### src/rv_decode_pkg.sv
package rv_decode_pkg;

  //////////////////////////////
  // Widths

  localparam int DATA_WIDTH     = 32;
  localparam int REG_ADDR_WIDTH = 5;
  localparam int ALU_SEL_WIDTH  = 4;

  //////////////////////////////
  // RV32I encodings

  localparam logic [6:0] OPCODE_OP      = 7'b0110011;
  localparam logic [6:0] OPCODE_OPIMM   = 7'b0010011;
  localparam logic [6:0] OPCODE_LUI     = 7'b0110111;
  localparam logic [6:0] OPCODE_AUIPC   = 7'b0010111;
  localparam logic [6:0] OPCODE_JAL     = 7'b1101111;
  localparam logic [6:0] OPCODE_MISCMEM = 7'b0001111;
  localparam logic [6:0] OPCODE_SYSTEM  = 7'b1110011;

  localparam logic [2:0] FUNCT3_SHIFT_L = 3'b001;  // SLLI
  localparam logic [2:0] FUNCT3_SHIFT_R = 3'b101;  // SRLI and SRAI, split by bit 30

  localparam logic [ALU_SEL_WIDTH-1:0] ALU_OP_ADD = 4'b0000;

  // Link value added to the PC for JAL
  localparam logic [DATA_WIDTH-1:0] PC_STEP = 32'd4;

  //////////////////////////////
  // Enums

  typedef enum logic [2:0] {
    CLS_OP      = 3'd0,
    CLS_OPIMM   = 3'd1,
    CLS_LUI     = 3'd2,
    CLS_AUIPC   = 3'd3,
    CLS_JAL     = 3'd4,
    CLS_NOP     = 3'd5,  // FENCE, SYSTEM and unknown opcodes
    CLS_INVALID = 3'd6   // No valid instruction this cycle
  } instr_class_t;

  typedef enum logic [2:0] {
    ACT_IDLE      = 3'd0,
    ACT_STALL     = 3'd1,
    ACT_EXEC      = 3'd2,
    ACT_JAL_FIRST = 3'd3,
    ACT_JAL_WAIT  = 3'd4,
    ACT_JAL_LAST  = 3'd5
  } issue_act_t;

  //////////////////////////////
  // Structs

  // Controls toward the ALU and register file
  typedef struct packed {
    logic [ALU_SEL_WIDTH-1:0]  alu_sel;
    logic                      op_a_used;
    logic                      op_b_used;
    logic                      is_imm;
    logic                      use_pc;
    logic                      alu_wb;
    logic [REG_ADDR_WIDTH-1:0] alu_dest;
    logic [REG_ADDR_WIDTH-1:0] rf_addr_a;
    logic [REG_ADDR_WIDTH-1:0] rf_addr_b;
  } dec_ctrl_t;

  typedef struct packed {
    logic                  valid;
    logic [DATA_WIDTH-1:0] addr;
  } jump_t;

  // Classifier result shared by the sequencer and the output stage
  typedef struct packed {
    instr_class_t              cls;
    logic [REG_ADDR_WIDTH-1:0] rd;
    logic [REG_ADDR_WIDTH-1:0] rs1;
    logic [REG_ADDR_WIDTH-1:0] rs2;
    logic                      uses_rs1;
    logic                      uses_rs2;
    logic [ALU_SEL_WIDTH-1:0]  alu_sel;
  } field_t;

endpackage

### src/rv_decode_out.sv
`timescale 1ns/1ps

module rv_decode_out (
  input  logic                                 clk_i,
  input  logic                                 rstn_i,
  input  rv_decode_pkg::field_t                field_i,
  input  logic [rv_decode_pkg::DATA_WIDTH-1:0] imm_i,
  input  logic [rv_decode_pkg::DATA_WIDTH-1:0] jal_target_i,
  input  rv_decode_pkg::issue_act_t            act_i,
  input  logic [rv_decode_pkg::DATA_WIDTH-1:0] instr_addr_i,
  output rv_decode_pkg::dec_ctrl_t             ctrl_o,
  output logic [rv_decode_pkg::DATA_WIDTH-1:0] imm_o,
  output rv_decode_pkg::jump_t                 jmp_o,
  output logic                                 ready_o,
  output logic                                 illegal_o,
  output logic [rv_decode_pkg::DATA_WIDTH-1:0] instr_addr_o
);

  rv_decode_pkg::dec_ctrl_t ctrl_d;
  rv_decode_pkg::jump_t     jmp_d;
  logic                     ready_d;
  logic                     writer;

  // Classes that produce an ALU result for rd
  assign writer = (field_i.cls == rv_decode_pkg::CLS_OP)    ||
                  (field_i.cls == rv_decode_pkg::CLS_OPIMM) ||
                  (field_i.cls == rv_decode_pkg::CLS_LUI)   ||
                  (field_i.cls == rv_decode_pkg::CLS_AUIPC) ||
                  (field_i.cls == rv_decode_pkg::CLS_JAL);

  //////////////////////////////
  // Next controls

  always_comb begin
    ctrl_d = '0;
    if (writer) begin
      ctrl_d.alu_sel   = field_i.alu_sel;
      ctrl_d.op_a_used = 1'b1;              // rs1, x0 for LUI, or the PC
      ctrl_d.op_b_used = field_i.uses_rs2;
      ctrl_d.is_imm    = ~field_i.uses_rs2;
      ctrl_d.use_pc    = (field_i.cls == rv_decode_pkg::CLS_AUIPC) ||
                         (field_i.cls == rv_decode_pkg::CLS_JAL);
      ctrl_d.alu_dest  = field_i.rd;
      ctrl_d.rf_addr_a = field_i.uses_rs1 ? field_i.rs1 : '0;
      ctrl_d.rf_addr_b = field_i.uses_rs2 ? field_i.rs2 : '0;
      ctrl_d.alu_wb    = (act_i != rv_decode_pkg::ACT_STALL);  // Stalled slot discards result
    end

    jmp_d       = '0;
    jmp_d.valid = (act_i == rv_decode_pkg::ACT_JAL_FIRST);
    if (jmp_d.valid) begin
      jmp_d.addr = jal_target_i;
    end

    // Fetch must hold the word while it still needs cycles here
    ready_d = !((act_i == rv_decode_pkg::ACT_STALL)     ||
                (act_i == rv_decode_pkg::ACT_JAL_FIRST) ||
                (act_i == rv_decode_pkg::ACT_JAL_WAIT));
  end

  //////////////////////////////
  // Output registers

  always_ff @(posedge clk_i) begin
    if (!rstn_i) begin
      ctrl_o    <= '0;
      jmp_o     <= '0;
      ready_o   <= 1'b1;
      illegal_o <= 1'b0;
    end else begin
      ctrl_o    <= ctrl_d;
      jmp_o     <= jmp_d;
      ready_o   <= ready_d;
      illegal_o <= (field_i.cls == rv_decode_pkg::CLS_INVALID);
    end
  end

  always_ff @(posedge clk_i) begin
    imm_o        <= imm_i;
    instr_addr_o <= instr_addr_i;  // Travels with the controls
  end

endmodule

### src/rv_decoder.sv
`timescale 1ns/1ps

module rv_decoder (
  input  logic                                 clk_i,
  input  logic                                 rstn_i,
  input  logic [rv_decode_pkg::DATA_WIDTH-1:0] instr_i,
  input  logic [rv_decode_pkg::DATA_WIDTH-1:0] instr_addr_i,
  input  logic                                 instr_valid_i,
  output rv_decode_pkg::dec_ctrl_t             ctrl_o,
  output logic [rv_decode_pkg::DATA_WIDTH-1:0] imm_o,
  output rv_decode_pkg::jump_t                 jmp_o,
  output logic                                 ready_o,
  output logic                                 illegal_o,
  output logic [rv_decode_pkg::DATA_WIDTH-1:0] instr_addr_o
);

  rv_decode_pkg::field_t                field;
  logic [rv_decode_pkg::DATA_WIDTH-1:0] imm;
  logic [rv_decode_pkg::DATA_WIDTH-1:0] jal_target;
  rv_decode_pkg::issue_act_t            act;

  // Combinational field extraction
  rv_field_decode rv_field_decode_inst (
    .instr_i       (instr_i),
    .instr_addr_i  (instr_addr_i),
    .field_o       (field),
    .imm_o         (imm),
    .jal_target_o  (jal_target),
    .instr_valid_i (instr_valid_i)
  );

  rv_issue_seq rv_issue_seq_inst (
    .clk_i   (clk_i),
    .rstn_i  (rstn_i),
    .field_i (field),
    .act_o   (act)
  );

  // Single register stage toward execute and fetch
  rv_decode_out rv_decode_out_inst (
    .clk_i        (clk_i),
    .rstn_i       (rstn_i),
    .field_i      (field),
    .imm_i        (imm),
    .jal_target_i (jal_target),
    .act_i        (act),
    .instr_addr_i (instr_addr_i),
    .ctrl_o       (ctrl_o),
    .imm_o        (imm_o),
    .jmp_o        (jmp_o),
    .ready_o      (ready_o),
    .illegal_o    (illegal_o),
    .instr_addr_o (instr_addr_o)
  );

endmodule

### src/rv_field_decode.sv
`timescale 1ns/1ps

module rv_field_decode (
  input  logic [rv_decode_pkg::DATA_WIDTH-1:0] instr_i,
  input  logic [rv_decode_pkg::DATA_WIDTH-1:0] instr_addr_i,
  output rv_decode_pkg::field_t                field_o,
  output logic [rv_decode_pkg::DATA_WIDTH-1:0] imm_o,
  output logic [rv_decode_pkg::DATA_WIDTH-1:0] jal_target_o,
  input  logic                                 instr_valid_i
);

  logic [6:0]                            opcode;
  logic [2:0]                            funct3;
  logic                                  is_shift;
  logic [rv_decode_pkg::DATA_WIDTH-1:0]  i_imm;
  logic [rv_decode_pkg::DATA_WIDTH-1:0]  shamt_imm;
  logic [rv_decode_pkg::DATA_WIDTH-1:0]  u_imm;
  logic [rv_decode_pkg::DATA_WIDTH-1:0]  j_imm;

  assign opcode   = instr_i[6:0];
  assign funct3   = instr_i[14:12];
  assign is_shift = (funct3 == rv_decode_pkg::FUNCT3_SHIFT_L) ||
                    (funct3 == rv_decode_pkg::FUNCT3_SHIFT_R);

  //////////////////////////////
  // Immediate formats

  assign i_imm     = {{20{instr_i[31]}}, instr_i[31:20]};
  assign shamt_imm = {27'b0, instr_i[24:20]};  // Shift amount is unsigned
  assign u_imm     = {instr_i[31:12], 12'b0};
  assign j_imm     = {{11{instr_i[31]}}, instr_i[31], instr_i[19:12],
                      instr_i[20], instr_i[30:21], 1'b0};

  // Dedicated adder for the JAL target
  assign jal_target_o = instr_addr_i + j_imm;

  //////////////////////////////
  // Opcode classification

  always_comb begin
    field_o          = '0;
    field_o.cls      = rv_decode_pkg::CLS_NOP;
    field_o.rd       = instr_i[11:7];
    field_o.rs1      = instr_i[19:15];
    field_o.rs2      = instr_i[24:20];
    imm_o            = '0;

    if (!instr_valid_i) begin
      field_o.cls = rv_decode_pkg::CLS_INVALID;
    end else begin
      case (opcode)
        rv_decode_pkg::OPCODE_OP: begin
          field_o.cls      = rv_decode_pkg::CLS_OP;
          field_o.uses_rs1 = 1'b1;
          field_o.uses_rs2 = 1'b1;
          field_o.alu_sel  = {instr_i[30], funct3};  // Bit 30 picks SUB and SRA
        end
        rv_decode_pkg::OPCODE_OPIMM: begin
          field_o.cls      = rv_decode_pkg::CLS_OPIMM;
          field_o.uses_rs1 = 1'b1;
          if (is_shift) begin
            field_o.alu_sel = {instr_i[30], funct3};
            imm_o           = shamt_imm;
          end else begin
            field_o.alu_sel = {1'b0, funct3};
            imm_o           = i_imm;
          end
        end
        rv_decode_pkg::OPCODE_LUI: begin
          field_o.cls     = rv_decode_pkg::CLS_LUI;
          field_o.alu_sel = rv_decode_pkg::ALU_OP_ADD;
          imm_o           = u_imm;
        end
        rv_decode_pkg::OPCODE_AUIPC: begin
          field_o.cls     = rv_decode_pkg::CLS_AUIPC;
          field_o.alu_sel = rv_decode_pkg::ALU_OP_ADD;
          imm_o           = u_imm;
        end
        rv_decode_pkg::OPCODE_JAL: begin
          field_o.cls     = rv_decode_pkg::CLS_JAL;
          field_o.alu_sel = rv_decode_pkg::ALU_OP_ADD;  // pc + 4 into rd
          imm_o           = rv_decode_pkg::PC_STEP;
        end
        rv_decode_pkg::OPCODE_MISCMEM,
        rv_decode_pkg::OPCODE_SYSTEM: field_o.cls = rv_decode_pkg::CLS_NOP;  // Fences, ecall
        default: field_o.cls = rv_decode_pkg::CLS_NOP;
      endcase
    end
  end

endmodule

### src/rv_issue_seq.sv
`timescale 1ns/1ps

module rv_issue_seq (
  input  logic                      clk_i,
  input  logic                      rstn_i,
  input  rv_decode_pkg::field_t     field_i,
  output rv_decode_pkg::issue_act_t act_o
);

  // Destination of the instruction issued on the last edge
  logic [rv_decode_pkg::REG_ADDR_WIDTH-1:0] prev_dest_q;
  rv_decode_pkg::issue_act_t                prev_act_q;

  logic hit_rs1;
  logic hit_rs2;
  logic raw_hazard;
  logic writes_rd;

  //////////////////////////////
  // Hazard detection

  assign hit_rs1 = field_i.uses_rs1 && (field_i.rs1 == prev_dest_q);
  assign hit_rs2 = field_i.uses_rs2 && (field_i.rs2 == prev_dest_q);

  // x0 never creates a dependency, and a stall is inserted only once
  assign raw_hazard = (hit_rs1 || hit_rs2) &&
                      (prev_dest_q != '0) &&
                      (prev_act_q != rv_decode_pkg::ACT_STALL);

  //////////////////////////////
  // Action select

  always_comb begin
    act_o = rv_decode_pkg::ACT_IDLE;
    case (field_i.cls)
      rv_decode_pkg::CLS_OP,
      rv_decode_pkg::CLS_OPIMM: begin
        if (raw_hazard) begin
          act_o = rv_decode_pkg::ACT_STALL;
        end else begin
          act_o = rv_decode_pkg::ACT_EXEC;
        end
      end

      // Upper immediates read no register
      rv_decode_pkg::CLS_LUI,
      rv_decode_pkg::CLS_AUIPC: act_o = rv_decode_pkg::ACT_EXEC;

      rv_decode_pkg::CLS_JAL: begin
        // Three steps per JAL, fetch holds the word meanwhile
        case (prev_act_q)
          rv_decode_pkg::ACT_JAL_FIRST: act_o = rv_decode_pkg::ACT_JAL_WAIT;
          rv_decode_pkg::ACT_JAL_WAIT:  act_o = rv_decode_pkg::ACT_JAL_LAST;
          default:                      act_o = rv_decode_pkg::ACT_JAL_FIRST;
        endcase
      end

      default: act_o = rv_decode_pkg::ACT_IDLE;  // No-op and invalid cycles
    endcase
  end

  // Actions that put a result into rd
  always_comb begin
    case (act_o)
      rv_decode_pkg::ACT_EXEC,
      rv_decode_pkg::ACT_JAL_FIRST,
      rv_decode_pkg::ACT_JAL_WAIT,
      rv_decode_pkg::ACT_JAL_LAST: writes_rd = 1'b1;
      default:                     writes_rd = 1'b0;
    endcase
  end

  //////////////////////////////
  // State update

  always_ff @(posedge clk_i) begin
    if (!rstn_i) begin
      prev_dest_q <= '0;
      prev_act_q  <= rv_decode_pkg::ACT_IDLE;
    end else begin
      prev_act_q <= act_o;
      if (writes_rd) begin
        prev_dest_q <= field_i.rd;
      end else begin
        prev_dest_q <= '0;  // Stalls and no-ops leave nothing pending
      end
    end
  end

endmodule

### config.mk
export PLATFORM = sky130hd
export DESIGN_NAME = rv_decoder
export DESIGN_NICKNAME = d
export VERILOG_FILES = /design/src/rv_decode_pkg.sv /design/src/rv_decode_out.sv /design/src/rv_decoder.sv /design/src/rv_field_decode.sv /design/src/rv_issue_seq.sv
export SDC_FILE = /design/constraint.sdc
export NUM_CORES = 1
export LEC_CHECK = 0
export BUFFER_PORTS_ARGS = -buffer_cell sky130_fd_sc_hd__buf_2
export CAP_MARGIN = 20
export CELL_PAD_IN_SITES_DETAIL_PLACEMENT = 1
export CELL_PAD_IN_SITES_GLOBAL_PLACEMENT = 1
export CORE_ASPECT_RATIO = 1.2
export CORE_MARGIN = 1
export CORE_UTILIZATION = 39
export CTS_CLUSTER_SIZE = 28
export DETAILED_ROUTE_END_ITERATION = 8
export PLACE_DENSITY = 0.83
export REMOVE_ABC_BUFFERS = 1
export SYNTH_ARGS = -nofsm -noshare
export SYNTH_HDL_FRONTEND = slang
export SYNTH_SLANG_ARGS = --single-unit
### constraint.sdc
create_clock -name clk_i -period 6.3 [get_ports clk_i]
set_input_delay 0.63 -clock clk_i [delete_from_list [all_inputs] [get_ports clk_i]]
set_output_delay 0.63 -clock clk_i [all_outputs]
set_load 0.005 [all_outputs]
-- Word level (Yosys, flattened, before mapping)
Index checks and enable logic that the tools add are counted.
- $add $sub $neg: 1
- equality and inequality tests: 23
- muxes and demuxes: 16
- bitwise operators: 1
- reduce and logical (&&, ||, !) cells: 27
- operators by type and width (cell ; count):
    $pmux 32 s3 ; 1
    $add 32x32->32 ; 1
    $mux 32 ; 1
    $mux 20 ; 1
    $eq 3x3->1 const B ; 6
    $eq 3x2->1 const B ; 5
    $pmux 3 s5 ; 1
    $eq 7x5->1 const B ; 2
    $eq 7x6->1 const B ; 2
    $eq 5x5->1 ; 2
    $mux 5 ; 2
    $eq 3x1->1 const B ; 3
    $logic_or 1x1->1 ; 9
    $pmux 3 s3 ; 1
    $reduce_and 3->1 ; 3
    $pmux 4 s2 ; 1
    $reduce_or 2->1 ; 4
    $eq 7x7->1 const B ; 1
    $mux 6 ; 1
    $ne 3x1->1 const B ; 2
    $pmux 3 s2 ; 1
    $reduce_and 2->1 ; 3
    $reduce_bool 5->1 ; 1
    $logic_and 1x1->1 ; 4
    8 further kinds ; 10
- register bits after elaboration: 131
- input port bits: 67
- output and inout bits: 123
- logic and storage cells: 85

-- Depth between registers and ports, before layout
Gate-level depths: netlist of the first run.
- word-level depth: 15
- mapped depth: 11
- mapped depth without buffers: 11

-- Modules after synthesis
From an unflattened synthesis of the first run, not the netlist that was laid out.
- cells, all modules: 581
- area total of the unflattened synthesis: 5639.2 um^2
- by module, submodules not included (module ; instances ; cells an instance ; area each (um^2) ; seq. area each (um^2)):
    rv_decode_out ; 1 ; 207 ; 3009.1 ; 2462.4
    rv_field_decode ; 1 ; 319 ; 2165.8 ; 0.0
    rv_issue_seq ; 1 ; 55 ; 464.2 ; 160.2

-- Least setup slack after synthesis of the first run
No wires, ideal clock.
- path type: in2reg
- start: input port instr_i[21] (netlist bit)
- end: register, netlist name rv_decode_out_inst.jmp_o[31]
- setup time: 117 ps
- arrival: 2718 ps
- setup slack: 3465 ps
- cell stages on the path: 11
- cells stage by stage: ha_1 > inv_1 > fa_1 > nand2b_1 > a211oi_1 > o211ai_1 > a31oi_2 > nand4_1 > a41oi_1 > xnor2_1 > nor2_1
- cells in the longest elaborated chain, start to end: 9
- ends and longest elaborated chain (element ; line ; source):
    start: declaration ; rv_decoder.sv:6 ; input logic [rv_decode_pkg::DATA_WIDTH-1:0] instr_i,
    $eq 5x5->1 ; rv_issue_seq.sv:23 ; assign hit_rs2 = field_i.uses_rs2 && (field_i.rs2 == prev_dest_q);
    $logic_and 1x1->1 ; rv_issue_seq.sv:23 ;
    $logic_or 1x1->1 ; rv_issue_seq.sv:26 ; assign raw_hazard = (hit_rs1 || hit_rs2) &&
    $logic_and 1x1->1 ; rv_issue_seq.sv:26 ;
    $logic_and 1x1->1 ; rv_issue_seq.sv:27 ; (prev_dest_q != '0) &&
    $mux 2 ; rv_issue_seq.sv:38 ; if (raw_hazard) begin
    $pmux 3 s3 ; rv_issue_seq.sv:35 ; case (field_i.cls)
    $eq 3x2->1 ; rv_decode_out.sv:50 ; jmp_d.valid = (act_i == rv_decode_pkg::ACT_JAL_FIRST);
    $reduce_and 2->1 (no source line) ; n/a ;
Parallel ways exist; a longest one is shown, timed or not.
A chain may end at the register's enable or synchronous reset.

-- Worst setup path after layout of the first run
- start: input port instr_i[21] (netlist bit)
- end: register, netlist name rv_decode_out_inst.jmp_o[31]
- cells in the longest elaborated chain, start to end: 9
- ends and longest elaborated chain (element ; line):
    $eq 5x5->1 ; rv_issue_seq.sv:23
    $logic_and 1x1->1 ; rv_issue_seq.sv:23
    $logic_or 1x1->1 ; rv_issue_seq.sv:26
    $logic_and 1x1->1 ; rv_issue_seq.sv:26
    $logic_and 1x1->1 ; rv_issue_seq.sv:27
    $mux 2 ; rv_issue_seq.sv:38
    $pmux 3 s3 ; rv_issue_seq.sv:35
    $eq 3x2->1 ; rv_decode_out.sv:50
    $reduce_and 2->1 (no source line) ; n/a
Parallel ways exist; a longest one is shown, timed or not.

==> results.yml, run 1 <==
outcome:
  outcome: "complete, no violations"
placed_design:
  placedInstanceArea_mm2: 0.00622
  dp_hpwl_um: 12000
  buffer_ports.inserted: 189
  finalWeightedCongestion: 0.884
yosys:
  synth_enable_flop_cells: 0
  synth_top_area_cell: "dfxtp_1"
  synth_cells: 534
  post_synth_main_area_contributors: "dfxtp_1 51%, ha_1 7.3%, a21oi_1 5.0%"
  predominant_post_synthesis_flop_cell: "dfxtp_1"
  netlist_area_mm2: 0.00513
  ys_ff_latch: 131
  synth.yosys.warnings: 0
  synth_top_cell_area_share_pct: 51.1
  post_synth_most_frequent_cells: "131 x dfxtp_1, 59 x nor2_1, 51 x a21oi_1"
  async_reset_ff_share_pct: 0
  post-synth-top-count-cell: "dfxtp_1"
  synth.yosys.seq_area_share_pct: 51.1
  synthesis.area_per_instance_um2: 9.61
  yosysUniqueCellTypes: 56
drt:
  detail_route.wirelength_um: 16400
  wl_per_cell_um: 18.3
  drcViolationCount: 0
  drt-pass1-iter-count: 5
  ant_nets: 0
  via_cell_ratio: 5.15
  dr_iter_0_viols: 100
  num_vias: 4632
timing:
  maxSlewHeadroom_pct: 31.3
  max_clock_freq_mhz: 329
  slew_viol_final: 0
  finalSetupViolCount: 0
  grt_setup_unrepaired: "false"
  max_slew.worst_pin.slew_ps: 1030
  final_period_util_pct: 48.2
  fin_skew_ps: 7.45
  setup_total_negative_slack_ps: 0
  finalHoldViolations: 0
  worst_hold_slack_ps: 317
  fin_crit_ps: 3040
global_route:
  gr-total-overflow: 0
  met2_usage_pct: 45.7
  grt_pass1_wl_um: 25300
  grt_busiest_layer: "met2"
  grt_max_degree: 22
  antenna_violations_before_repair: 0
  met3_global_route_usage_pct: 7.02
  grt_pass1_vias: 4982
  globalRouteMet1Util_pct: 25.9
  grt_usage_pct: 24.7
cts:
  post_cts_repair_timing_setup_buffer_count: 0
  cts_tree: "yes"
  worst_skew_pair_latency_ps: 430
  clock-root-buffer: "clkbuf_16"
  cts_buffers: 17
  h-tree-depth: 4
  cts-resized-gates: 0
  cts_hold_buffers: 0
  clkSlewWorstSetupHoldPaths_ps: 60
  cts.sink_count: 131
  max-clock-path-buffers: 2
die:
  io-pin-count: 190
  die_h_um: 128
  fp-row-count: 45
  core_region_area_mm2: 0.0127
  floorplan.die.width_um: 107
  floorplan.die_area_mm2: 0.0136
  start_util_pct: 40.3
critical_path:
  cp_data_required_time_ps: 6630
  worstPathMaxFanout: 5
  critical_path_arrival_ps: 3360
  critPathLaunchType: "primary input"
  worst-setup-path-type: "in -> reg"
  setup.worst_path.end_class: "flip-flop"
worst_hold_path:
  hold_path_class: "in -> reg"
power:
  power_density_mw_per_mm2: 311
  vdd_ir_drop_max_mv: 0.179
  power_leakage_nw: 3.28
final_layout:
  insertedDiodeCount: 0
  design_area_mm2: 0.00686
  layout-drive-gt1-share_pct: 31.8
  syn2layout_area_growth_pct: 33.5
  final_nets: 821
  final.fill_count: 1534
run:
  maxCapViolations: 0
[where the power goes]
part | internal, mW | total, mW | switching [mW]
Combinational | 0.0994 | 0.236 | 0.137
Sequential | 0.841 | 0.844 | 0.00312
Clock | 0.664 | 1.06 | 0.391
[cell type report]
type                            count  area (µm²)  share of cell area (%)
Clock buffer                       17         425                    6.21
Clock inverter                     15         205                    2.99
Inverter                           12        45.0                   0.657
Multi-Input combinational cell    371        2380                    34.7
Sequential cell                   131        2620                    38.3
Tap cell                          164         205                    2.99
Timing Repair Buffer              190         973                    14.2
[worst paths after layout]
| check | startpoint | to | slack (ps) | depth (start not counted) |
|---|---|---|---|---|
| hold reg to reg | rv_issue_seq_inst.prev_act_q[0] | rv_issue_seq_inst.prev_act_q[0] | 720 | 3 |
| setup / recovery | instr_i[21] | rv_decode_out_inst.jmp_o[31] | 3260 | 12 |
| setup reg to reg | rv_issue_seq_inst.prev_act_q[2] | rv_decode_out_inst.jmp_o[10] | 3560 | 7 |
| hold / removal | instr_addr_i[9] | rv_decode_out_inst.instr_addr_o[9] | 320 | 1 |
[sequential cells by signal (all words and copies together) (netlist names)]
name	cells
rv_decode_out_inst.jmp_o	33
rv_decode_out_inst.imm_o	32
rv_decode_out_inst.instr_addr_o	32
rv_decode_out_inst.ctrl_o	24
rv_issue_seq_inst.prev_dest_q	5
rv_issue_seq_inst.prev_act_q	3
rv_decode_out_inst.illegal_o	1
rv_decode_out_inst.ready_o	1
[per-layer routing]
metal | routed length, µm | share of wire, %
met1 | 6440 | 39
met2 | 8820 | 54
met3 | 785 | 4.8
met4 | 391 | 2.4
met5 | 0 | 0
[cell families (layout without fill, tap and decap cells)]
kind of cell | count (synthesis) | in the layout | synth area share [%]
AND/OR/NAND/NOR | 190 | 190 | 18.0
adder cells (fa/ha/maj) | 31 | 31 | 7.70
buffers and inverters | 32 | 234 | 2.71
AO/OA/AOI/OAI | 113 | 113 | 14.2
XOR/XNOR | 37 | 37 | 6.31
flip-flops | 131 | 131 | 51.1
[worst max-delay path, stage by stage]
cell	delay (ps)
buf_2	150
ha_1	250
inv_1	90
fa_1	410
nand2b_1	180
a211oi_1	400
o211ai_1	210
a31oi_2	380
nand4_1	180
a41oi_1	270
xnor2_1	150
nor2_1	50
[layout by cell type, fill, tap and decap left out, types with 17 or more instances in the layout]
master	count
ha_1	30
dfxtp_1	131
a21oi_1	51
nor2_1	58
buf_2	189
nand2_1	45
clkbuf_16	17
xnor2_1	24
and2_1	27
[per-stage QoR]
stage          cells  power [mW]  worst slack, ps  utilization, %
2_1_floorplan    514        1.01             3440               -
3_3_place_gp     867        1.09             2920            48.7
3_5_place_dp     868        1.09             2870            48.9
4_1_cts          900        2.15             3280            53.9
5_1_grt          900        2.21             3040            53.9
6_report         900        2.14             3260            53.9
No activity file was read; power rests on OpenSTA's default activity.
==> inputs of run 2 (changes only) <==
Settings changed: CORE_UTILIZATION 39 to 33, PLACE_DENSITY 0.83 to 0.74.
Clock period 6.3 ns to 2.6 ns, I/O delays scaled along.
==> results.yml, run 2 (synthesized netlist as in run 1, its figures left out) <==
drt:
  detail_route.wirelength_um: 17400
  wl_per_cell_um: 17.5
  via_cell_ratio: 4.87
  ant_nets: 0
  drt-pass1-iter-count: 4
  drcViolationCount: 0
  num_vias: 4833
  dr_iter_0_viols: 176
die:
  die_h_um: 139
  start_util_pct: 34.0
  fp-row-count: 49
  core_region_area_mm2: 0.0151
  io-pin-count: 190
  floorplan.die_area_mm2: 0.0161
  floorplan.die.width_um: 116
cts:
  cts_tree: "yes"
  clkSlewWorstSetupHoldPaths_ps: 60
  cts.sink_count: 131
  worst_skew_pair_latency_ps: 420
  cts_buffers: 17
  clock-root-buffer: "clkbuf_16"
  h-tree-depth: 4
  max-clock-path-buffers: 2
critical_path:
  crit_buf_inv: 2
  reg2reg_setup_slack_ps: 520
  setup.worst_path.end_class: "flip-flop"
  worst_path_largest_cell_delay_ps: 550
  chain_of_cells_forming_the_critical_path: "dlygate4sd3_1 -> buf_2 -> ha_4 -> a211oi_4 -> nor4_4 -> o31a_2 -> a41o_4 -> a221o_1 -> a21oi_2 -> xor2_1 -> nor2_1"
  critical-path-top-delay-family: "compound AO/OA/AOI/OAI gates"
  worstPathMaxFanout: 5
  crit-reg2reg-capture: "rv_decode_out_inst.jmp_o[4]"
  cp_slowest_cell: "dlygate4sd3_1"
  critical_path_arrival_ps: 2870
  worst-setup-path-type: "in -> reg"
  cp_data_required_time_ps: 2890
  r2r.worst_path.cells: 7
  critPathLaunchType: "primary input"
  critical_path.reg2reg.startpoint: "rv_issue_seq_inst.prev_act_q[2]"
power:
  switching_power_mw: 1.32
  intPower_mw: 3.83
  total_power_mw: 5.15
  seq_power_share_pct: 39.7
  p_sw_share_pct: 25.6
  comb_power_share_pct: 13.3
  pwr-share-clk_pct: 47.0
  vdd_ir_drop_max_mv: 0.480
  power_density_mw_per_mm2: 690
  power_leakage_nw: 3.51
timing:
  finalHoldViolations: 0
  max_clock_freq_mhz: 388
  final_period_util_pct: 99.2
  slew_viol_final: 0
  finalSetupViolCount: 0
  max_slew.worst_pin.slew_ps: 982
  worst_hold_slack_ps: 57.7
  fin_skew_ps: 6.26
  fin_crit_ps: 2580
  setup_total_negative_slack_ps: 0
  maxSlewHeadroom_pct: 34.5
final_layout:
  layout_top_registers: "rv_decode_out_inst.jmp_o: 33 flops, rv_decode_out_inst.imm_o: 32 flops, rv_decode_out_inst.instr_addr_o: 32 flops"
  layout-drive-gt1-share_pct: 34.2
  most_common_library_cell_in_the_layout_ignoring_fill_and_taps: "buf_2"
  final_nets: 874
  top_register: "rv_decode_out_inst.jmp_o"
  insertedDiodeCount: 0
  number_of_flip_flops_under_the_largest_register_name: 33
  design_area_mm2: 0.00747
  final.fill_count: 1805
  syn2layout_area_growth_pct: 45.5
  final_cell_mix: "189 x buf_2, 131 x dfxtp_1, 58 x nor2_1"
  instances_no_fill: 993
placed_design:
  finalWeightedCongestion: 0.853
  placedInstanceArea_mm2: 0.00641
  placedCellCount: 929
  dp_hpwl_um: 12800
  buffer_ports.inserted: 189
global_route:
  grt_pass1_wl_um: 27300
  grt_usage_pct: 22.2
  grt_pass1_vias: 5398
  antenna_violations_before_repair: 0
  grt_max_degree: 32
  gr-total-overflow: 0
run:
  maxCapViolations: 0
worst_hold_path:
  worstHoldPathCells: 2
  hold_path_class: "in -> reg"
  hold_path_startpoint: "instr_i[10]"
  hold-path-endpoint: "rv_decode_out_inst.ctrl_o[13]"
outcome:
  outcome: "complete, no violations"
-- run 2: cell count changes in the layout (fill, tap and decap cells not counted), moves of 2 or more --
cell,previous run,this run
buf_4,0,22
inv_6,2,4
ha_4,0,4
bufinv_16,4,2
dlygate4sd3_1,0,32
a21oi_2,1,4
clkinv_2,2,0
ha_2,0,3
o21ai_0,12,10
clkbuf_8,0,2
a21oi_1,51,47
ha_1,30,23
-- run 2: stage by stage --
stage,setup slack (ps),util [%]
6_report,22.0,49.5
5_1_grt,-9.73,49.5
4_1_cts,4.31,48.6
3_5_place_dp,-150,42.5
3_3_place_gp,-77.9,42.5
2_1_floorplan,111,-
-- run 2: cell type report --
cell class | count | area, µm² | share of cell area [%]
Clock buffer | 20 | 457 | 6.11
Inverter | 12 | 45.0 | 0.603
Tap cell | 204 | 255 | 3.42
Timing Repair Buffer | 243 | 1430 | 19.2
Sequential cell | 131 | 2620 | 35.1
Clock inverter | 12 | 145 | 1.94
Multi-Input combinational cell | 371 | 2510 | 33.6
-- run 2: power by group through the flow --
stage,Combinational (mW),Clock [mW],Sequential [mW]
floorplan,0.353,0,2.09
global placement,0.577,0,2.09
detailed placement,0.599,0,2.09
CTS,0.643,2.47,2.04
global route,0.746,2.56,2.05
finish,0.684,2.42,2.04
-- run 2: metal layers --
layer | GRT usage, % | wire length [µm] | up-vias
met1 | 22.6 | 6750 | 2292
li1 | - | - | 2333
met5 | 0 | 0 | -
met3 | 6.77 | 985 | 36
met2 | 40.8 | 9110 | 172
met4 | 10.1 | 524 | 0
-- run 2: worst max path at each step --
stage	startpoint	endpoint	slack (ps)	cells after the start
5_1_grt	instr_addr_i[3]	rv_decode_out_inst.jmp_o[18]	-10	11
2_1_floorplan	instr_i[21]	rv_decode_out_inst.jmp_o[31]	110	11
4_1_cts	instr_addr_i[20]	rv_decode_out_inst.jmp_o[30]	4	11
3_5_place_dp	instr_i[21]	rv_decode_out_inst.jmp_o[31]	-150	13
6_report	instr_addr_i[3]	rv_decode_out_inst.jmp_o[18]	20	11
3_3_place_gp	instr_i[21]	rv_decode_out_inst.jmp_o[31]	-80	13
-- run 2: timing repair --
action | CTS | global route
hold endpoints to repair | 32 | 0
setup endpoints to repair | 0 | 8
gates resized for setup | 0 | 24
hold buffers | 32 | 0
buffers inserted | 0 | 0
